### config.mk
export PLATFORM = sky130hd
export DESIGN_NAME = color_top
export DESIGN_NICKNAME = d
export VERILOG_FILES = /design/src/rtl/color_pkg.sv /design/src/rtl/graph_header_regs.sv /design/src/rtl/vertex_fetch.sv /design/src/rtl/color_select.sv /design/src/rtl/color_task_fsm.sv /design/src/rtl/color_top.sv
export SDC_FILE = /design/constraint.sdc
export NUM_CORES = 1
export LEC_CHECK = 0
export BUFFER_PORTS_ARGS = -buffer_cell sky130_fd_sc_hd__clkbuf_2
export CAP_MARGIN = 15
export CORE_MARGIN = 4
export CORE_UTILIZATION = 25
export CTS_CLUSTER_DIAMETER = 30
export DETAILED_ROUTE_END_ITERATION = 10
export HOLD_SLACK_MARGIN = 0.15
export PLACE_DENSITY_LB_ADDON = 0.25
export SLEW_MARGIN = 20
export SYNTH_ARGS = -nofsm -noshare
export SYNTH_HDL_FRONTEND = slang
export SYNTH_SLANG_ARGS = --single-unit
export TNS_END_PERCENT = 1
### constraint.sdc
create_clock -name clk -period 9.8 [get_ports clk]
set_clock_uncertainty 0.05 [all_clocks]
set_input_delay 2.45 -clock clk [delete_from_list [all_inputs] [get_ports clk]]
set_output_delay 2.45 -clock clk [all_outputs]
set_load 0.1 [all_outputs]
### src/rtl/color_pkg.sv
package color_pkg;

   typedef logic [31:0] addr_t;  // byte address
   typedef logic [31:0] word_t;
   typedef logic [31:0] vid_t;

   typedef enum logic [3:0] {
      TASK_CALC    = 4'd1,
      TASK_COLOR   = 4'd2,
      TASK_RECEIVE = 4'd3
   } task_type_e;

   // ts sits in the low word, args in the high word
   typedef struct packed {
      word_t       args;   // color for receive
      logic [7:0]  ttype;
      vid_t        hint;   // vertex id
      logic [31:0] ts;
   } task_t;

   typedef struct packed {
      addr_t      addr;
      logic [7:0] len;  // beats minus one
   } rd_req_t;

   typedef struct packed {
      addr_t addr;
      word_t data;
   } wr_req_t;

   typedef struct packed {
      addr_t edge_offset;
      addr_t neighbors;
      addr_t color;
      addr_t scratch;
   } graph_bases_t;

   // which captured field the current burst fills
   typedef enum logic [2:0] {
      SEL_NONE,
      SEL_OFFSETS,   // begin, end of own edge list
      SEL_NEIGHBOR,
      SEL_DEGREE,    // begin, end of neighbor's edge list
      SEL_BITMAP,
      SEL_SCRATCH    // bitmap, counter
   } fetch_sel_e;

   parameter int HEADER_BEATS         = 10;
   parameter int SCRATCH_STRIDE_SHIFT = 3;
   parameter int BITMAP_OFFSET        = 0;
   parameter int COUNTER_OFFSET       = 4;
   parameter int NUM_COLORS           = 32;

endpackage

### src/rtl/graph_header_regs.sv
module graph_header_regs #(
   parameter int ADDR_W = 32
) (
   input  logic                    clk,
   input  logic                    rstn,
   input  logic                    rd_beat,
   input  color_pkg::word_t        rd_data,
   input  logic [3:0]              beat_idx,
   input  logic                    header_load,
   output color_pkg::graph_bases_t bases,
   output logic                    loaded
);
   import color_pkg::*;

   localparam addr_t ADDR_MASK = addr_t'({ADDR_W{1'b1}});

   addr_t byte_addr;
   logic  header_beat;

   // header holds word addresses
   assign byte_addr   = addr_t'({rd_data, 2'b00}) & ADDR_MASK;
   assign header_beat = header_load & rd_beat;

   always_ff @(posedge clk) begin
      if (header_beat) begin
         case (beat_idx)
            4'd3: bases.edge_offset <= byte_addr;
            4'd4: bases.neighbors   <= byte_addr;
            4'd5: bases.color       <= byte_addr;
            4'd7: bases.scratch     <= byte_addr;
            default: ;  // vertex/edge counts and spare words unused
         endcase
      end
   end

   always_ff @(posedge clk) begin
      if (!rstn) begin
         loaded <= 1'b0;
      end else if (header_beat && beat_idx == 4'(HEADER_BEATS - 1)) begin
         loaded <= 1'b1;
      end
   end

   // header is fetched once per reset
   a_single_header: assert property (@(posedge clk) disable iff (!rstn)
      loaded |-> !(header_load && rd_beat));

endmodule

### src/rtl/vertex_fetch.sv
module vertex_fetch (
   input  logic                  clk,
   input  logic                  rstn,
   input  logic                  rd_fire,
   input  logic                  rd_beat,
   input  color_pkg::word_t      rd_data,
   input  color_pkg::fetch_sel_e fetch_sel,
   input  logic                  clear_count,
   input  logic                  bump_count,
   output logic [3:0]            beat_idx,
   output color_pkg::word_t      eo_begin,
   output color_pkg::word_t      eo_end,
   output color_pkg::vid_t       edge_dest,
   output color_pkg::word_t      neighbor_degree,
   output color_pkg::word_t      bitmap,
   output color_pkg::word_t      join_counter
);
   import color_pkg::*;

   // last beat index of the burst each select expects
   function automatic logic [3:0] last_beat(fetch_sel_e sel);
      case (sel)
         SEL_OFFSETS, SEL_DEGREE, SEL_SCRATCH: return 4'd1;
         SEL_NEIGHBOR, SEL_BITMAP: return 4'd0;
         default: return 4'(HEADER_BEATS - 1);
      endcase
   endfunction

   always_ff @(posedge clk) begin
      if (!rstn) begin
         beat_idx <= '0;
      end else if (rd_fire) begin
         beat_idx <= '0;
      end else if (rd_beat) begin
         beat_idx <= beat_idx + 4'd1;
      end
   end

   always_ff @(posedge clk) begin
      if (rd_beat) begin
         case (fetch_sel)
            SEL_OFFSETS: begin
               if (beat_idx == 4'd0) begin
                  eo_begin <= rd_data;
               end else begin
                  eo_end <= rd_data;
               end
            end
            SEL_NEIGHBOR: edge_dest <= rd_data;
            SEL_DEGREE: begin
               if (beat_idx == 4'd0) begin
                  neighbor_degree <= rd_data;  // begin offset for now
               end else begin
                  neighbor_degree <= rd_data - neighbor_degree;
               end
            end
            SEL_BITMAP: bitmap <= rd_data;
            SEL_SCRATCH: begin
               if (beat_idx == 4'd0) begin
                  bitmap <= rd_data;
               end
            end
            default: ;
         endcase
      end
   end

   always_ff @(posedge clk) begin
      if (clear_count) begin
         join_counter <= '0;
      end else if (bump_count) begin
         join_counter <= join_counter + 1'b1;
      end else if (rd_beat && fetch_sel == SEL_SCRATCH && beat_idx == 4'd1) begin
         join_counter <= rd_data;
      end
   end

   a_beat_in_burst: assert property (@(posedge clk) disable iff (!rstn)
      rd_beat |-> beat_idx <= last_beat(fetch_sel));

endmodule

### src/rtl/color_select.sv
module color_select (
   input  color_pkg::word_t bitmap,
   output logic [5:0]       color
);
   import color_pkg::*;

   word_t free;

   assign free = ~bitmap;

   // lowest free color wins
   always_comb begin
      color = 6'(NUM_COLORS);  // nothing free
      for (int i = NUM_COLORS - 1; i >= 0; i--) begin
         if (free[i]) begin
            color = 6'(i);
         end
      end
   end

endmodule

### src/rtl/color_task_fsm.sv
module color_task_fsm #(
   parameter int ADDR_W = 32
) (
   input  logic                    clk,
   input  logic                    rstn,
   input  logic                    start,
   input  color_pkg::task_t        task_in,
   output logic                    done,
   output logic                    idle,
   output logic                    rd_valid,
   output color_pkg::rd_req_t      rd_req,
   input  logic                    rd_ready,
   input  logic                    rd_beat,
   input  logic                    rd_last,
   output logic                    wr_valid,
   output color_pkg::wr_req_t      wr_req,
   input  logic                    wr_ready,
   output logic                    task_valid,
   output color_pkg::task_t        task_out,
   input  logic                    task_ready,
   input  color_pkg::graph_bases_t bases,
   input  logic                    loaded,
   input  color_pkg::word_t        eo_begin,
   input  color_pkg::word_t        eo_end,
   input  color_pkg::vid_t         edge_dest,
   input  color_pkg::word_t        neighbor_degree,
   input  color_pkg::word_t        bitmap,
   input  color_pkg::word_t        join_counter,
   input  logic [5:0]              color,
   output color_pkg::fetch_sel_e   fetch_sel,
   output logic                    header_load,
   output logic                    clear_count,
   output logic                    bump_count
);
   import color_pkg::*;

   typedef enum logic [4:0] {
      S_IDLE, S_HDR_RD, S_HDR_WAIT, S_DISPATCH,
      S_OFS_RD, S_OFS_WAIT,       // own edge offsets
      S_NB_RD, S_NB_WAIT,         // next neighbor id
      S_DEG_RD, S_DEG_WAIT,       // neighbor's offsets
      S_NB_STEP,
      S_CNT_WR, S_ENQ_COLOR,
      S_BMP_RD, S_BMP_WAIT, S_COLOR_WR,
      S_SCR_RD, S_SCR_WAIT, S_BMP_WR, S_CNT_DEC_WR,
      S_FINISH
   } state_e;

   localparam addr_t ADDR_MASK = addr_t'({ADDR_W{1'b1}});

   state_e     state, state_next;
   task_t      cur_task;
   task_type_e cur_type;
   word_t      nb_idx;
   word_t      degree;
   word_t      edge_idx;
   addr_t      vtx_word;
   addr_t      scratch_entry;
   logic       walk_end;
   logic       nb_higher;
   logic       nb_lower;

   function automatic task_t make_task(task_type_e ttype, vid_t hint, word_t args);
      task_t t;
      t.ts    = '0;
      t.hint  = hint;
      t.ttype = {4'h0, ttype};
      t.args  = args;
      return t;
   endfunction

   assign cur_type      = task_type_e'(cur_task.ttype[3:0]);
   assign degree        = eo_end - eo_begin;
   assign edge_idx      = eo_begin + nb_idx;
   assign walk_end      = (edge_idx == eo_end);
   assign vtx_word      = cur_task.hint << 2;
   assign scratch_entry = bases.scratch + (cur_task.hint << SCRATCH_STRIDE_SHIFT);

   // priority order, ties broken by id
   assign nb_higher = (neighbor_degree > degree) ||
                      (neighbor_degree == degree && edge_dest < cur_task.hint);
   assign nb_lower  = (neighbor_degree < degree) ||
                      (neighbor_degree == degree && edge_dest > cur_task.hint);

   assign done        = (state == S_FINISH);
   assign idle        = (state == S_IDLE);
   assign header_load = (state == S_HDR_WAIT);
   assign clear_count = (state == S_DISPATCH) && (cur_type == TASK_CALC);

   always_comb begin
      case (state)
         S_OFS_WAIT: fetch_sel = SEL_OFFSETS;
         S_NB_WAIT:  fetch_sel = SEL_NEIGHBOR;
         S_DEG_WAIT: fetch_sel = SEL_DEGREE;
         S_BMP_WAIT: fetch_sel = SEL_BITMAP;
         S_SCR_WAIT: fetch_sel = SEL_SCRATCH;
         default:    fetch_sel = SEL_NONE;
      endcase
   end

   always_comb begin
      state_next = state;
      rd_valid   = 1'b0;
      rd_req     = '0;
      wr_valid   = 1'b0;
      wr_req     = '0;
      task_valid = 1'b0;
      task_out   = '0;
      bump_count = 1'b0;
      case (state)
         S_IDLE: begin
            if (start) begin
               state_next = loaded ? S_DISPATCH : S_HDR_RD;
            end
         end
         S_HDR_RD: begin
            rd_valid = 1'b1;
            rd_req   = '{addr: '0, len: 8'(HEADER_BEATS - 1)};
            if (rd_ready) state_next = S_HDR_WAIT;
         end
         S_HDR_WAIT: if (rd_beat && rd_last) state_next = S_DISPATCH;
         S_DISPATCH: begin
            case (cur_type)
               TASK_CALC:    state_next = S_OFS_RD;
               TASK_COLOR:   state_next = S_BMP_RD;
               TASK_RECEIVE: state_next = S_SCR_RD;
               default:      state_next = S_FINISH;  // unknown, drop
            endcase
         end
         S_OFS_RD: begin
            rd_valid = 1'b1;
            rd_req   = '{addr: bases.edge_offset + vtx_word, len: 8'd1};
            if (rd_ready) state_next = S_OFS_WAIT;
         end
         S_OFS_WAIT: if (rd_beat && rd_last) state_next = S_NB_RD;
         S_NB_RD: begin
            if (walk_end) begin
               state_next = (cur_type == TASK_CALC) ? S_CNT_WR : S_FINISH;
            end else begin
               rd_valid = 1'b1;
               rd_req   = '{addr: bases.neighbors + (edge_idx << 2), len: 8'd0};
               if (rd_ready) state_next = S_NB_WAIT;
            end
         end
         S_NB_WAIT: if (rd_beat && rd_last) state_next = S_DEG_RD;
         S_DEG_RD: begin
            rd_valid = 1'b1;
            rd_req   = '{addr: bases.edge_offset + (edge_dest << 2), len: 8'd1};
            if (rd_ready) state_next = S_DEG_WAIT;
         end
         S_DEG_WAIT: if (rd_beat && rd_last) state_next = S_NB_STEP;
         S_NB_STEP: begin
            if (cur_type == TASK_CALC) begin
               bump_count = nb_higher;
               state_next = S_NB_RD;
            end else if (nb_lower) begin
               task_valid = 1'b1;
               task_out   = make_task(TASK_RECEIVE, edge_dest, word_t'(color));
               if (task_ready) state_next = S_NB_RD;
            end else begin
               state_next = S_NB_RD;
            end
         end
         S_CNT_WR: begin
            wr_valid = 1'b1;
            wr_req   = '{addr: scratch_entry + COUNTER_OFFSET, data: join_counter};
            if (wr_ready) begin
               state_next = (join_counter == '0) ? S_ENQ_COLOR : S_FINISH;
            end
         end
         S_ENQ_COLOR: begin
            task_valid = 1'b1;
            task_out   = make_task(TASK_COLOR, cur_task.hint, '0);
            if (task_ready) state_next = S_FINISH;
         end
         S_BMP_RD: begin
            rd_valid = 1'b1;
            rd_req   = '{addr: scratch_entry + BITMAP_OFFSET, len: 8'd0};
            if (rd_ready) state_next = S_BMP_WAIT;
         end
         S_BMP_WAIT: if (rd_beat && rd_last) state_next = S_COLOR_WR;
         S_COLOR_WR: begin
            wr_valid = 1'b1;
            wr_req   = '{addr: bases.color + vtx_word, data: word_t'(color)};
            if (wr_ready) state_next = S_OFS_RD;  // then walk neighbors
         end
         S_SCR_RD: begin
            rd_valid = 1'b1;
            rd_req   = '{addr: scratch_entry, len: 8'd1};
            if (rd_ready) state_next = S_SCR_WAIT;
         end
         S_SCR_WAIT: if (rd_beat && rd_last) state_next = S_BMP_WR;
         S_BMP_WR: begin
            wr_valid = 1'b1;
            wr_req   = '{addr: scratch_entry + BITMAP_OFFSET,
                         data: bitmap | (word_t'(1) << cur_task.args)};
            if (wr_ready) state_next = S_CNT_DEC_WR;
         end
         S_CNT_DEC_WR: begin
            wr_valid = 1'b1;
            wr_req   = '{addr: scratch_entry + COUNTER_OFFSET, data: join_counter - 1'b1};
            if (wr_ready) begin
               state_next = (join_counter == word_t'(1)) ? S_ENQ_COLOR : S_FINISH;
            end
         end
         S_FINISH: state_next = S_IDLE;
         default: state_next = S_IDLE;
      endcase
      rd_req.addr = rd_req.addr & ADDR_MASK;
      wr_req.addr = wr_req.addr & ADDR_MASK;
   end

   always_ff @(posedge clk) begin
      if (idle && start) begin
         cur_task <= task_in;
      end
   end

   always_ff @(posedge clk) begin
      if (state == S_DISPATCH) begin
         nb_idx <= '0;
      end else if (state == S_NB_STEP && state_next == S_NB_RD) begin
         nb_idx <= nb_idx + 1'b1;
      end
   end

   always_ff @(posedge clk) begin
      if (!rstn) begin
         state <= S_IDLE;
      end else begin
         state <= state_next;
      end
   end

   a_task_hold: assert property (@(posedge clk) disable iff (!rstn)
      task_valid && !task_ready |=> task_valid && $stable(task_out));

endmodule

### src/rtl/color_top.sv
module color_top #(
   parameter int ADDR_W = 32
) (
   input  logic               clk,
   input  logic               rstn,
   input  logic               start,
   input  color_pkg::task_t   task_in,
   output logic               done,
   output logic               idle,
   output logic               rd_valid,
   output color_pkg::rd_req_t rd_req,
   input  logic               rd_ready,
   input  color_pkg::word_t   rd_data,
   input  logic               rd_beat,
   input  logic               rd_last,
   output logic               wr_valid,
   output color_pkg::wr_req_t wr_req,
   input  logic               wr_ready,
   output logic               task_valid,
   output color_pkg::task_t   task_out,
   input  logic               task_ready
);
   import color_pkg::*;

   graph_bases_t bases;
   fetch_sel_e   fetch_sel;
   logic         loaded;
   logic         header_load;
   logic         clear_count;
   logic         bump_count;
   logic         rd_fire;
   logic [3:0]   beat_idx;
   word_t        eo_begin;
   word_t        eo_end;
   vid_t         edge_dest;
   word_t        neighbor_degree;
   word_t        bitmap;
   word_t        join_counter;
   logic [5:0]   color;

   assign rd_fire = rd_valid & rd_ready;

   graph_header_regs #(.ADDR_W(ADDR_W)) graph_header_regs_inst (
      .clk         (clk),
      .rstn        (rstn),
      .rd_beat     (rd_beat),
      .rd_data     (rd_data),
      .beat_idx    (beat_idx),
      .header_load (header_load),
      .bases       (bases),
      .loaded      (loaded)
   );

   vertex_fetch vertex_fetch_inst (
      .clk             (clk),
      .rstn            (rstn),
      .rd_fire         (rd_fire),
      .rd_beat         (rd_beat),
      .rd_data         (rd_data),
      .fetch_sel       (fetch_sel),
      .clear_count     (clear_count),
      .bump_count      (bump_count),
      .beat_idx        (beat_idx),
      .eo_begin        (eo_begin),
      .eo_end          (eo_end),
      .edge_dest       (edge_dest),
      .neighbor_degree (neighbor_degree),
      .bitmap          (bitmap),
      .join_counter    (join_counter)
   );

   color_select color_select_inst (
      .bitmap (bitmap),
      .color  (color)
   );

   color_task_fsm #(.ADDR_W(ADDR_W)) color_task_fsm_inst (
      .clk             (clk),
      .rstn            (rstn),
      .start           (start),
      .task_in         (task_in),
      .done            (done),
      .idle            (idle),
      .rd_valid        (rd_valid),
      .rd_req          (rd_req),
      .rd_ready        (rd_ready),
      .rd_beat         (rd_beat),
      .rd_last         (rd_last),
      .wr_valid        (wr_valid),
      .wr_req          (wr_req),
      .wr_ready        (wr_ready),
      .task_valid      (task_valid),
      .task_out        (task_out),
      .task_ready      (task_ready),
      .bases           (bases),
      .loaded          (loaded),
      .eo_begin        (eo_begin),
      .eo_end          (eo_end),
      .edge_dest       (edge_dest),
      .neighbor_degree (neighbor_degree),
      .bitmap          (bitmap),
      .join_counter    (join_counter),
      .color           (color),
      .fetch_sel       (fetch_sel),
      .header_load     (header_load),
      .clear_count     (clear_count),
      .bump_count      (bump_count)
   );

endmodule

Word-level counts from Yosys, hierarchy flattened
Index checks and enable logic that the tools add are counted.
{"block": "word_totals", "regBits": 422, "inputBits": 144, "output_inout_bits": 213, "wordCells": 188}
{"block": "classes", "add_sub_neg": 13, "n_lt_le_gt_ge": 4, "eq_ne": 39, "n_shift": 1, "n_mux": 80, "bitwise": 6, "n_reduce_logical": 28}
{"cell": "$pmux W64 S4", "count": 1}
{"cell": "$pmux W40 S6", "count": 1}
{"cell": "$pmux W104 S2", "count": 1}
{"cell": "$add A32 B32 Y32", "count": 6}
{"cell": "$mux W6", "count": 32}
{"cell": "$mux W32", "count": 4}
{"cell": "$mux W5", "count": 25}
{"cell": "$mux W104", "count": 1}
{"cell": "$pmux W5 S20", "count": 1}
{"cell": "$mux W78", "count": 1}
{"cell": "$add A32 B1 Y32 const B", "count": 2}
{"cell": "$eq A32 B32 Y1", "count": 2}
{"cell": "$gt A32 B32 Y1", "count": 2}
{"cell": "$lt A32 B32 Y1", "count": 2}
{"cell": "$pmux W32 S2", "count": 1}
{"cell": "$sub A32 B32 Y32", "count": 2}
{"cell": "$eq A5 B4 Y1 const B", "count": 8}
{"cell": "$mux W40", "count": 1}
{"cell": "$add A32 B3 Y32 const B", "count": 1}
{"cell": "$eq A32 B1 Y1 const B", "count": 1}
{"cell": "$logic_not A32 Y1", "count": 1}
{"cell": "$not A32 Y32", "count": 1}
{"cell": "$or A32 B32 Y32", "count": 1}
{"cell": "$shl A1 B32 Y32 const A", "count": 1}
{"cell": "31 further kinds", "count": 72}

Depth between registers and ports, before layout
Gate-level depths: netlist of the first run.
{"block": "depth", "ltp_word": 36, "mapped_depth": 32, "ltp_nobuf": 31}

By module
From an unflattened synthesis of the first run, not the netlist that was laid out.
{"block": "hier_totals", "cells_unflattened": 3644, "area_unflattened_um2": 33113.0}
{"module": "color_task_fsm", "n_inst": 1, "cells_per_inst": 2669, "area_per_inst_um2": 20004.2, "seq_area_each_um2": 2782.7}
{"module": "vertex_fetch", "n_inst": 1, "cells_per_inst": 761, "area_per_inst_um2": 8953.6, "seq_area_each_um2": 5525.3}
{"module": "graph_header_regs", "n_inst": 1, "cells_per_inst": 141, "area_per_inst_um2": 3768.6, "seq_area_each_um2": 3623.5}
{"module": "color_select", "n_inst": 1, "cells_per_inst": 72, "area_per_inst_um2": 380.4, "seq_area_each_um2": 0.0}
{"module": "color_top", "n_inst": 1, "cells_per_inst": 1, "area_per_inst_um2": 6.3, "seq_area_each_um2": 0.0}

Worst setup path before layout of the first run
No wires, ideal clock.
{"block": "synth_path", "path_type": "register to output", "startpoint": "reg vertex_fetch_inst.eo_end[0]", "endpoint": "out task_out[32] in the netlist's numbering", "t_arrival_ps": 7884, "required_ps": 7300, "slack_ps": -584, "stages_incl_launch_ff": 29, "path_buffers": 0, "cell_sequence": "edfxtp_1 inv_1 ha_1 inv_1 fa_1 a21o_1 a21oi_1 o21bai_1 a21oi_1 o21ai_0 a21oi_1 o21ai_0 or4b_2 a31oi_1 a21oi_1 a21o_1 a21oi_1 xor2_1 ha_1 nand4_1 nor3_1 nand4_1 nor2_1 nand3_1 a211oi_1 o21ai_1 nor4_1 inv_1 o21ai_0"}
{"item": "start: declaration", "line_no": "vertex_fetch.sv:12", "source": "output color_pkg::word_t eo_end,"}
{"item": "start signal: assignment", "line_no": "vertex_fetch.sv:46", "source": "eo_end <= rd_data;"}
{"item": "end: declaration", "line_no": "color_top.sv:20", "source": "output color_pkg::task_t task_out,"}

==> impl_metrics.yaml, run 1 <==
run_status:
  status: "completed"
routing:
  drt_iter0_drc: 2698
  vias_per_cell: 5.12
  antenna_left: 0
  firstDrtPassIters: 6
  wire_per_inst_um: 22.1
  drt-total-wl_um: 123000
  drc: 0
  vias: 28500
yosys:
  synth-edff-count: 348
  ys_seq_elements: 422
  avgSynthCellArea_um2: 9.19
  yosys-top-cells-area: "edfxtp_1 33%, ha_1 11%, dfxtp_1 4.6%, a21oi_1 4.2%, o21ai_0 3.8%"
  syn_inst: 3493
  yosys.area.top_type: "edfxtp_1"
  synth_common_cells: "348 x edfxtp_1, 280 x ha_1, 276 x nor2_1"
  synth_top_area_share_pct: 32.5
  synth_flop_cell: "edfxtp_1"
  synth_area_mm2: 0.0321
  synthDistinctLibCells: 99
  synth.most_common_cell: "edfxtp_1"
  synth_seq_area_share_pct: 37.2
  ys_async_sr_fraction_pct: 0
  yosysWarnings: 0
worst_setup_path:
  cp-start-kind: "flip-flop"
  worstSetupEndpointType: "primary output"
  rr_endpoint: "color_task_fsm_inst.nb_idx[27]$_SDFFE_PP0P_"
  critPathKind: "flip-flop to primary output"
  cp-endpoint: "task_out[45]"
  cpPeakStageDelay_ns: 0.53
  critPathRequiredTime_ns: 7.30
  cp_common_cell: "a21oi_2"
  cp_max_fo: 9
  worstPathArrival_ns: 6.90
  rr_worst_depth: 35
  crit_start: "vertex_fetch_inst.eo_end[0]$_DFFE_PP_"
  ff2ff_setup_slack_ns: 1.82
  slowest_stage: "or4b_4"
  r2r_start: "vertex_fetch_inst.eo_end[0]$_DFFE_PP_"
run:
  maxCapViolations: 0
finish:
  nets: 4229
  drive_gt1_share_pct: 16.2
  layout-area-overhead-vs-synth_pct: 25.5
  fillers: 13200
  design_area_mm2: 0.0403
clock_network:
  worst_skew_pair.late_latency_ns: 0.72
  cts_buffers: 119
  clock_sinks: 422
  tritoncts: "done"
  cts_root_buffer: "clkbuf_16"
  cts.hold.buffers_added: 0
  cts_buffer_depth: 3
  clk_pin_slew_ns: 0.05
  ctsHtreeMaxLevel: 3
floorplanning:
  die_width_um: 366
  die_h_um: 366
  start_util_pct: 25.2
  fp.coreArea_mm2: 0.128
  dieArea_mm2: 0.134
  fp-row-count: 131
  io_pins: 357
power:
  vdd_ir_drop_max_mv: 0.148
  power_uw: 8140
  pwr-share-seq_pct: 26.5
  p_int_uw: 5440
  p_switching_uw: 2700
  p_leak_uw: 0.0163
  combPwrFrac_pct: 25.1
  p_per_area_mw_per_mm2: 202
  switching_share_pct: 33.1
  pwr-share-clk_pct: 48.4
sta:
  rsz0062_at_grt: "yes"
  setup_viol: 0
  max_slew_margin_pct: 23.0
  fin_tns_setup_ns: 0
  fmax_ghz: 0.106
  drv_slew: 0
  final.min_clock_period_ns: 9.40
  tightest_slew_ns: 1.15
  timing.final.crit_share_pct: 95.9
  fin_ws_ns: 0.403
  hold_viol: 0
place:
  post-place-ws_ns: 0.356
  dp.final_hpwl_um: 92400
  finalWeightedCongestion: 0.897
  postPlaceCellArea_mm2: 0.0358
  port_buffers: 246
min_path:
  hold_class: "flip-flop to flip-flop"
global_route:
  antenna_found_initial: 17
  track_usage_pct: 17.5
  first_global_vias: 27000
  grt_max_degree: 70
  grt_pass1_wl_um: 178000
  grt-ovfl-total: 0
-- sequential cells by signal (all words and copies together), names as in the netlist --
| register | cells |
|---|---|
| vertex_fetch_inst.bitmap | 32 |
| graph_header_regs_inst.loaded | 1 |
| vertex_fetch_inst.join_counter | 32 |
| color_task_fsm_inst.state | 5 |
| vertex_fetch_inst.edge_dest | 32 |
| vertex_fetch_inst.eo_end | 32 |
| graph_header_regs_inst.bases | 120 |
| color_task_fsm_inst.nb_idx | 32 |
| vertex_fetch_inst.eo_begin | 32 |
| color_task_fsm_inst.cur_task | 68 |
| vertex_fetch_inst.neighbor_degree | 32 |
| vertex_fetch_inst.beat_idx | 4 |
-- stage by stage --
stage          instances  utilization [%]  hold WS [ns]
2_1_floorplan       3566                -         0.391
4_1_cts             5557             31.4         0.435
3_5_place_dp        5328             28.0         0.425
5_1_grt             5565             31.6         0.467
3_3_place_gp        5328             28.0         0.424
6_report            5567             31.6         0.431
-- metal layers --
layer / routed length (µm) / vias to the layer above / GRT usage, % / part of all wire (%)
li1: - / 13600 / - / -
met1: 54700 / 13700 / 23.9 / 44
met2: 56500 / 1015 / 28.4 / 46
met3: 8160 / 193 / 2.57 / 6.6
met4: 3810 / 4 / 5.65 / 3.1
met5: 14 / - / 0 / 0.011
-- power by group through the flow --
stage          combinational [µW]  clock (µW)  sequential, µW
2_1_floorplan                1540           0            2130
3_3_place_gp                 2030           0            2180
3_5_place_dp                 2030           0            2180
4_1_cts                      2050        4000            2150
5_1_grt                      2240        4110            2160
6_report                     2040        3940            2150
-- cell families (layout without fill, tap and decap cells) --
| family | after synthesis | after routing | share of synthesized area, % |
|---|---|---|---|
| adder cells (fa/ha/maj) | 287 | 287 | 11.3 |
| AO/OA/AOI/OAI | 1030 | 1030 | 21.1 |
| XOR/XNOR | 255 | 255 | 7.22 |
| buffers and inverters | 387 | 723 | 5.46 |
| AND/OR/NAND/NOR | 1070 | 1070 | 16.3 |
| multiplexers | 41 | 41 | 1.40 |
| other | 1 | 77 | 0.0117 |
| flip-flops | 422 | 422 | 37.2 |
-- cell type report --
cell class | instances | area [µm²] | area share (%)
well taps | 1662 | 2080 | 5.16
inverters | 186 | 698 | 1.73
diodes | 3 | 7.51 | 0.0186
flip-flops and latches | 422 | 11900 | 29.6
multi-input cells | 2757 | 19000 | 47.2
clock buffers | 148 | 3170 | 7.86
clock inverters | 77 | 985 | 2.44
repair buffers | 312 | 2410 | 5.98
-- timing repair --
| item | in CTS | in global routing |
|---|---|---|
| cloned | 0 | 1 |
| setup buffers | 4 | 5 |
| hold endpoints to repair | 0 | 0 |
| endpoints found under the setup margin | 41 | 44 |
| pin swaps | 4 | 7 |
| gates resized for setup | 11 | 31 |
-- critical path: cells and delay by family, from the launching register on --
kind	cells	cell delay [ns]
simple gates	5	1.22
flops	1	0.39
xor+xnor	1	0.09
fa+ha+maj	3	0.86
compound gates	16	2.63
buf+inv	7	0.96
-- how the worst min path moves through the flow --
stage	from	end	slack, ns	depth (start not counted)
CTS	graph_header_regs_inst.loaded$_SDFFE_PN0P_	graph_header_regs_inst.loaded$_SDFFE_PN0P_	0.43	1
finish	graph_header_regs_inst.loaded$_SDFFE_PN0P_	graph_header_regs_inst.loaded$_SDFFE_PN0P_	0.43	1
floorplan	graph_header_regs_inst.loaded$_SDFFE_PN0P_	graph_header_regs_inst.loaded$_SDFFE_PN0P_	0.39	1
detailed placement	graph_header_regs_inst.loaded$_SDFFE_PN0P_	graph_header_regs_inst.loaded$_SDFFE_PN0P_	0.43	1
global route	graph_header_regs_inst.loaded$_SDFFE_PN0P_	graph_header_regs_inst.loaded$_SDFFE_PN0P_	0.47	1
global placement	graph_header_regs_inst.loaded$_SDFFE_PN0P_	graph_header_regs_inst.loaded$_SDFFE_PN0P_	0.42	1
-- layout by cell type, fill, tap and decap left out, types with 60 or more instances in the layout --
cell	netlist	routed
a21o_1	94	94
a21oi_1	270	267
buf_4	75	60
clkbuf_16	0	121
clkbuf_2	0	204
conb_1	1	74
dfxtp_1	74	74
edfxtp_1	348	348
ha_1	280	280
inv_1	186	185
nand2_1	270	268
nand3_1	94	93
nor2_1	276	268
nor3_1	97	90
o21ai_0	246	243
xnor2_1	128	128
xor2_1	120	120
Power figures use the tool's default switching activity.
==> inputs of run 2 (changes only) <==
CORE_MARGIN = 2   (was 4)
==> run 2 against run 1 <==
Non-clock buffer count is 1 higher. Via count is 0.17% higher. Core utilization is 0.15 points higher. Total power is 3.5% higher. Fmax is 0.60% lower.
==> impl_metrics.yaml, run 2 (synthesis gave the netlist of run 1 again) <==
run_status:
  status: "completed"
sta:
  hold_viol: 0
  max_slew_margin_pct: 26.9
  fin_ws_ns: 0.347
  final.min_clock_period_ns: 9.45
  rsz0062_at_grt: "no"
  timing.final.crit_share_pct: 96.5
  setup_viol: 0
  fmax_ghz: 0.106
  drv_slew: 0
  tightest_slew_ns: 1.07
finish:
  fillers: 13200
  nets: 4245
  fin_cells: 5588
  layout-area-overhead-vs-synth_pct: 26.1
  final_cell_mix: "348 x edfxtp_1, 280 x ha_1, 269 x nand2_1"
  mostFrequentLayoutCell: "edfxtp_1"
  drive_gt1_share_pct: 16.4
  top_regs: "graph_header_regs_inst.bases (120), color_task_fsm_inst.cur_task (68)"
  utilization_pct: 31.7
  largest_reg_flops: 120
  largest_register: "graph_header_regs_inst.bases"
routing:
  vias_per_cell: 5.11
  drc: 0
  vias: 28600
  wire_per_inst_um: 21.9
  drt-total-wl_um: 122000
  firstDrtPassIters: 6
  antenna_left: 0
  drt_iter0_drc: 2662
worst_setup_path:
  r2r_start: "vertex_fetch_inst.eo_end[0]$_DFFE_PP_"
  critPathKind: "flip-flop to primary output"
  worstPathArrival_ns: 6.95
  worstSetupEndpointType: "primary output"
  cp_max_fo: 9
  cp-start-kind: "flip-flop"
  critPathRequiredTime_ns: 7.30
  crit_start: "vertex_fetch_inst.eo_begin[3]$_DFFE_PP_"
clock_network:
  worst_skew_pair.late_latency_ns: 0.74
  cts.hold.buffers_added: 0
  ctsHtreeMaxLevel: 4
  cts_root_buffer: "clkbuf_16"
  clk_pin_slew_ns: 0.04
  cts_buffer_depth: 3
  clock_sinks: 422
  tritoncts: "done"
  cts_buffers: 134
place:
  dp.final_hpwl_um: 91900
  dp.cells: 5332
  port_buffers: 246
  finalWeightedCongestion: 0.901
  post-place-ws_ns: 0.143
floorplanning:
  dieArea_mm2: 0.131
  io_pins: 357
  start_util_pct: 25.2
  fp.coreArea_mm2: 0.128
  die_width_um: 362
  fp-row-count: 131
  die_h_um: 362
global_route:
  first_global_vias: 27200
  antenna_found_initial: 15
  grt_max_degree: 70
  track_usage_pct: 18.2
  grt-ovfl-total: 0
  grt_pass1_wl_um: 178000
min_path:
  hold_class: "flip-flop to flip-flop"
  min-delay-start: "graph_header_regs_inst.loaded$_SDFFE_PN0P_"
power:
  p_per_area_mw_per_mm2: 208
  vdd_ir_drop_max_mv: 0.161
  p_leak_uw: 0.0164
run:
  maxCapViolations: 0
## run 2: changes by cell type in the layout (fill, tap and decap cells not counted), moves of 3 or more
cell	previous run	this run
a22o_1	17	32
a22o_4	14	0
bufinv_16	15	11
clkbuf_1	22	17
clkbuf_16	121	134
clkinv_1	12	15
clkinv_2	20	26
clkinv_4	9	6
inv_6	4	8
## run 2: repair_timing
item,CTS,global route
setup endpoints to repair,41,45
resized for setup,15,18
buffers inserted,5,2
pin swaps,5,10
## run 2: routing by layer
metal	share of wire [%]	GRT usage (%)
met5	0.070	0
met4	3.9	7.47
met3	7.2	3.83
met2	45	29.0
met1	44	23.8
## run 2: path summary, 6_finish.rpt
path	to	slack [ns]	cells past startpoint
worst min-delay path	graph_header_regs_inst.loaded$_SDFFE_PN0P_	0.43	1
worst max register to register	color_task_fsm_inst.nb_idx[21]$_SDFFE_PP0P_	2.02	33
worst min register to register	graph_header_regs_inst.loaded$_SDFFE_PN0P_	0.43	1
worst max-delay path	rd_req[39]	0.35	21
## run 2: area by class of cell
| cell class | count | area, µm² | share of cell area, % |
|---|---|---|---|
| diodes | 4 | 10.0 | 0.0247 |
| well taps | 1662 | 2080 | 5.14 |
| clock buffers | 159 | 3530 | 8.71 |
| clock inverters | 85 | 963 | 2.38 |
| multi-input cells | 2757 | 18900 | 46.6 |
| repair buffers | 313 | 2390 | 5.90 |
| flip-flops and latches | 422 | 11900 | 29.5 |
| inverters | 186 | 698 | 1.72 |
## run 2: report_power, final
group          internal (µW)  total [µW]  switching (µW)
sequential              2040        2150             103
clock                   2860        4220            1360
combinational            717        2050            1340
total                   5620        8420            2800
## run 2: through the flow
step / setup TNS [ns] / hold slack (ns) / total power [µW] / instance area (µm²)
floorplan: -2.32 / 0.391 / 3670 / 32400
global placement: 0 / 0.412 / 4200 / 35800
detailed placement: 0 / 0.416 / 4220 / 35800
CTS: 0 / 0.425 / 8490 / 40400
global route: 0 / 0.435 / 8800 / 40500
finish: 0 / 0.429 / 8420 / 40500
## run 2: critical path: stages (launching register included)
cell and delay (ns):
edfxtp_1 0.39, ha_1 0.49, o21ai_0 0.19, o21ai_1 0.43, a21oi_4 0.17, a21o_1 0.21
o21ai_1 0.43, a21o_1 0.24, a21o_1 0.14, xor2_1 0.25, ha_1 0.27, and4_1 0.26
o211ai_1 0.16, a31oi_1 0.22, a211oi_1 0.09, o21a_1 0.18, nor3_1 0.40, a41oi_1 0.24
o211a_1 0.26, o21ai_0 0.41, o221ai_1 0.38, buf_2 0.40
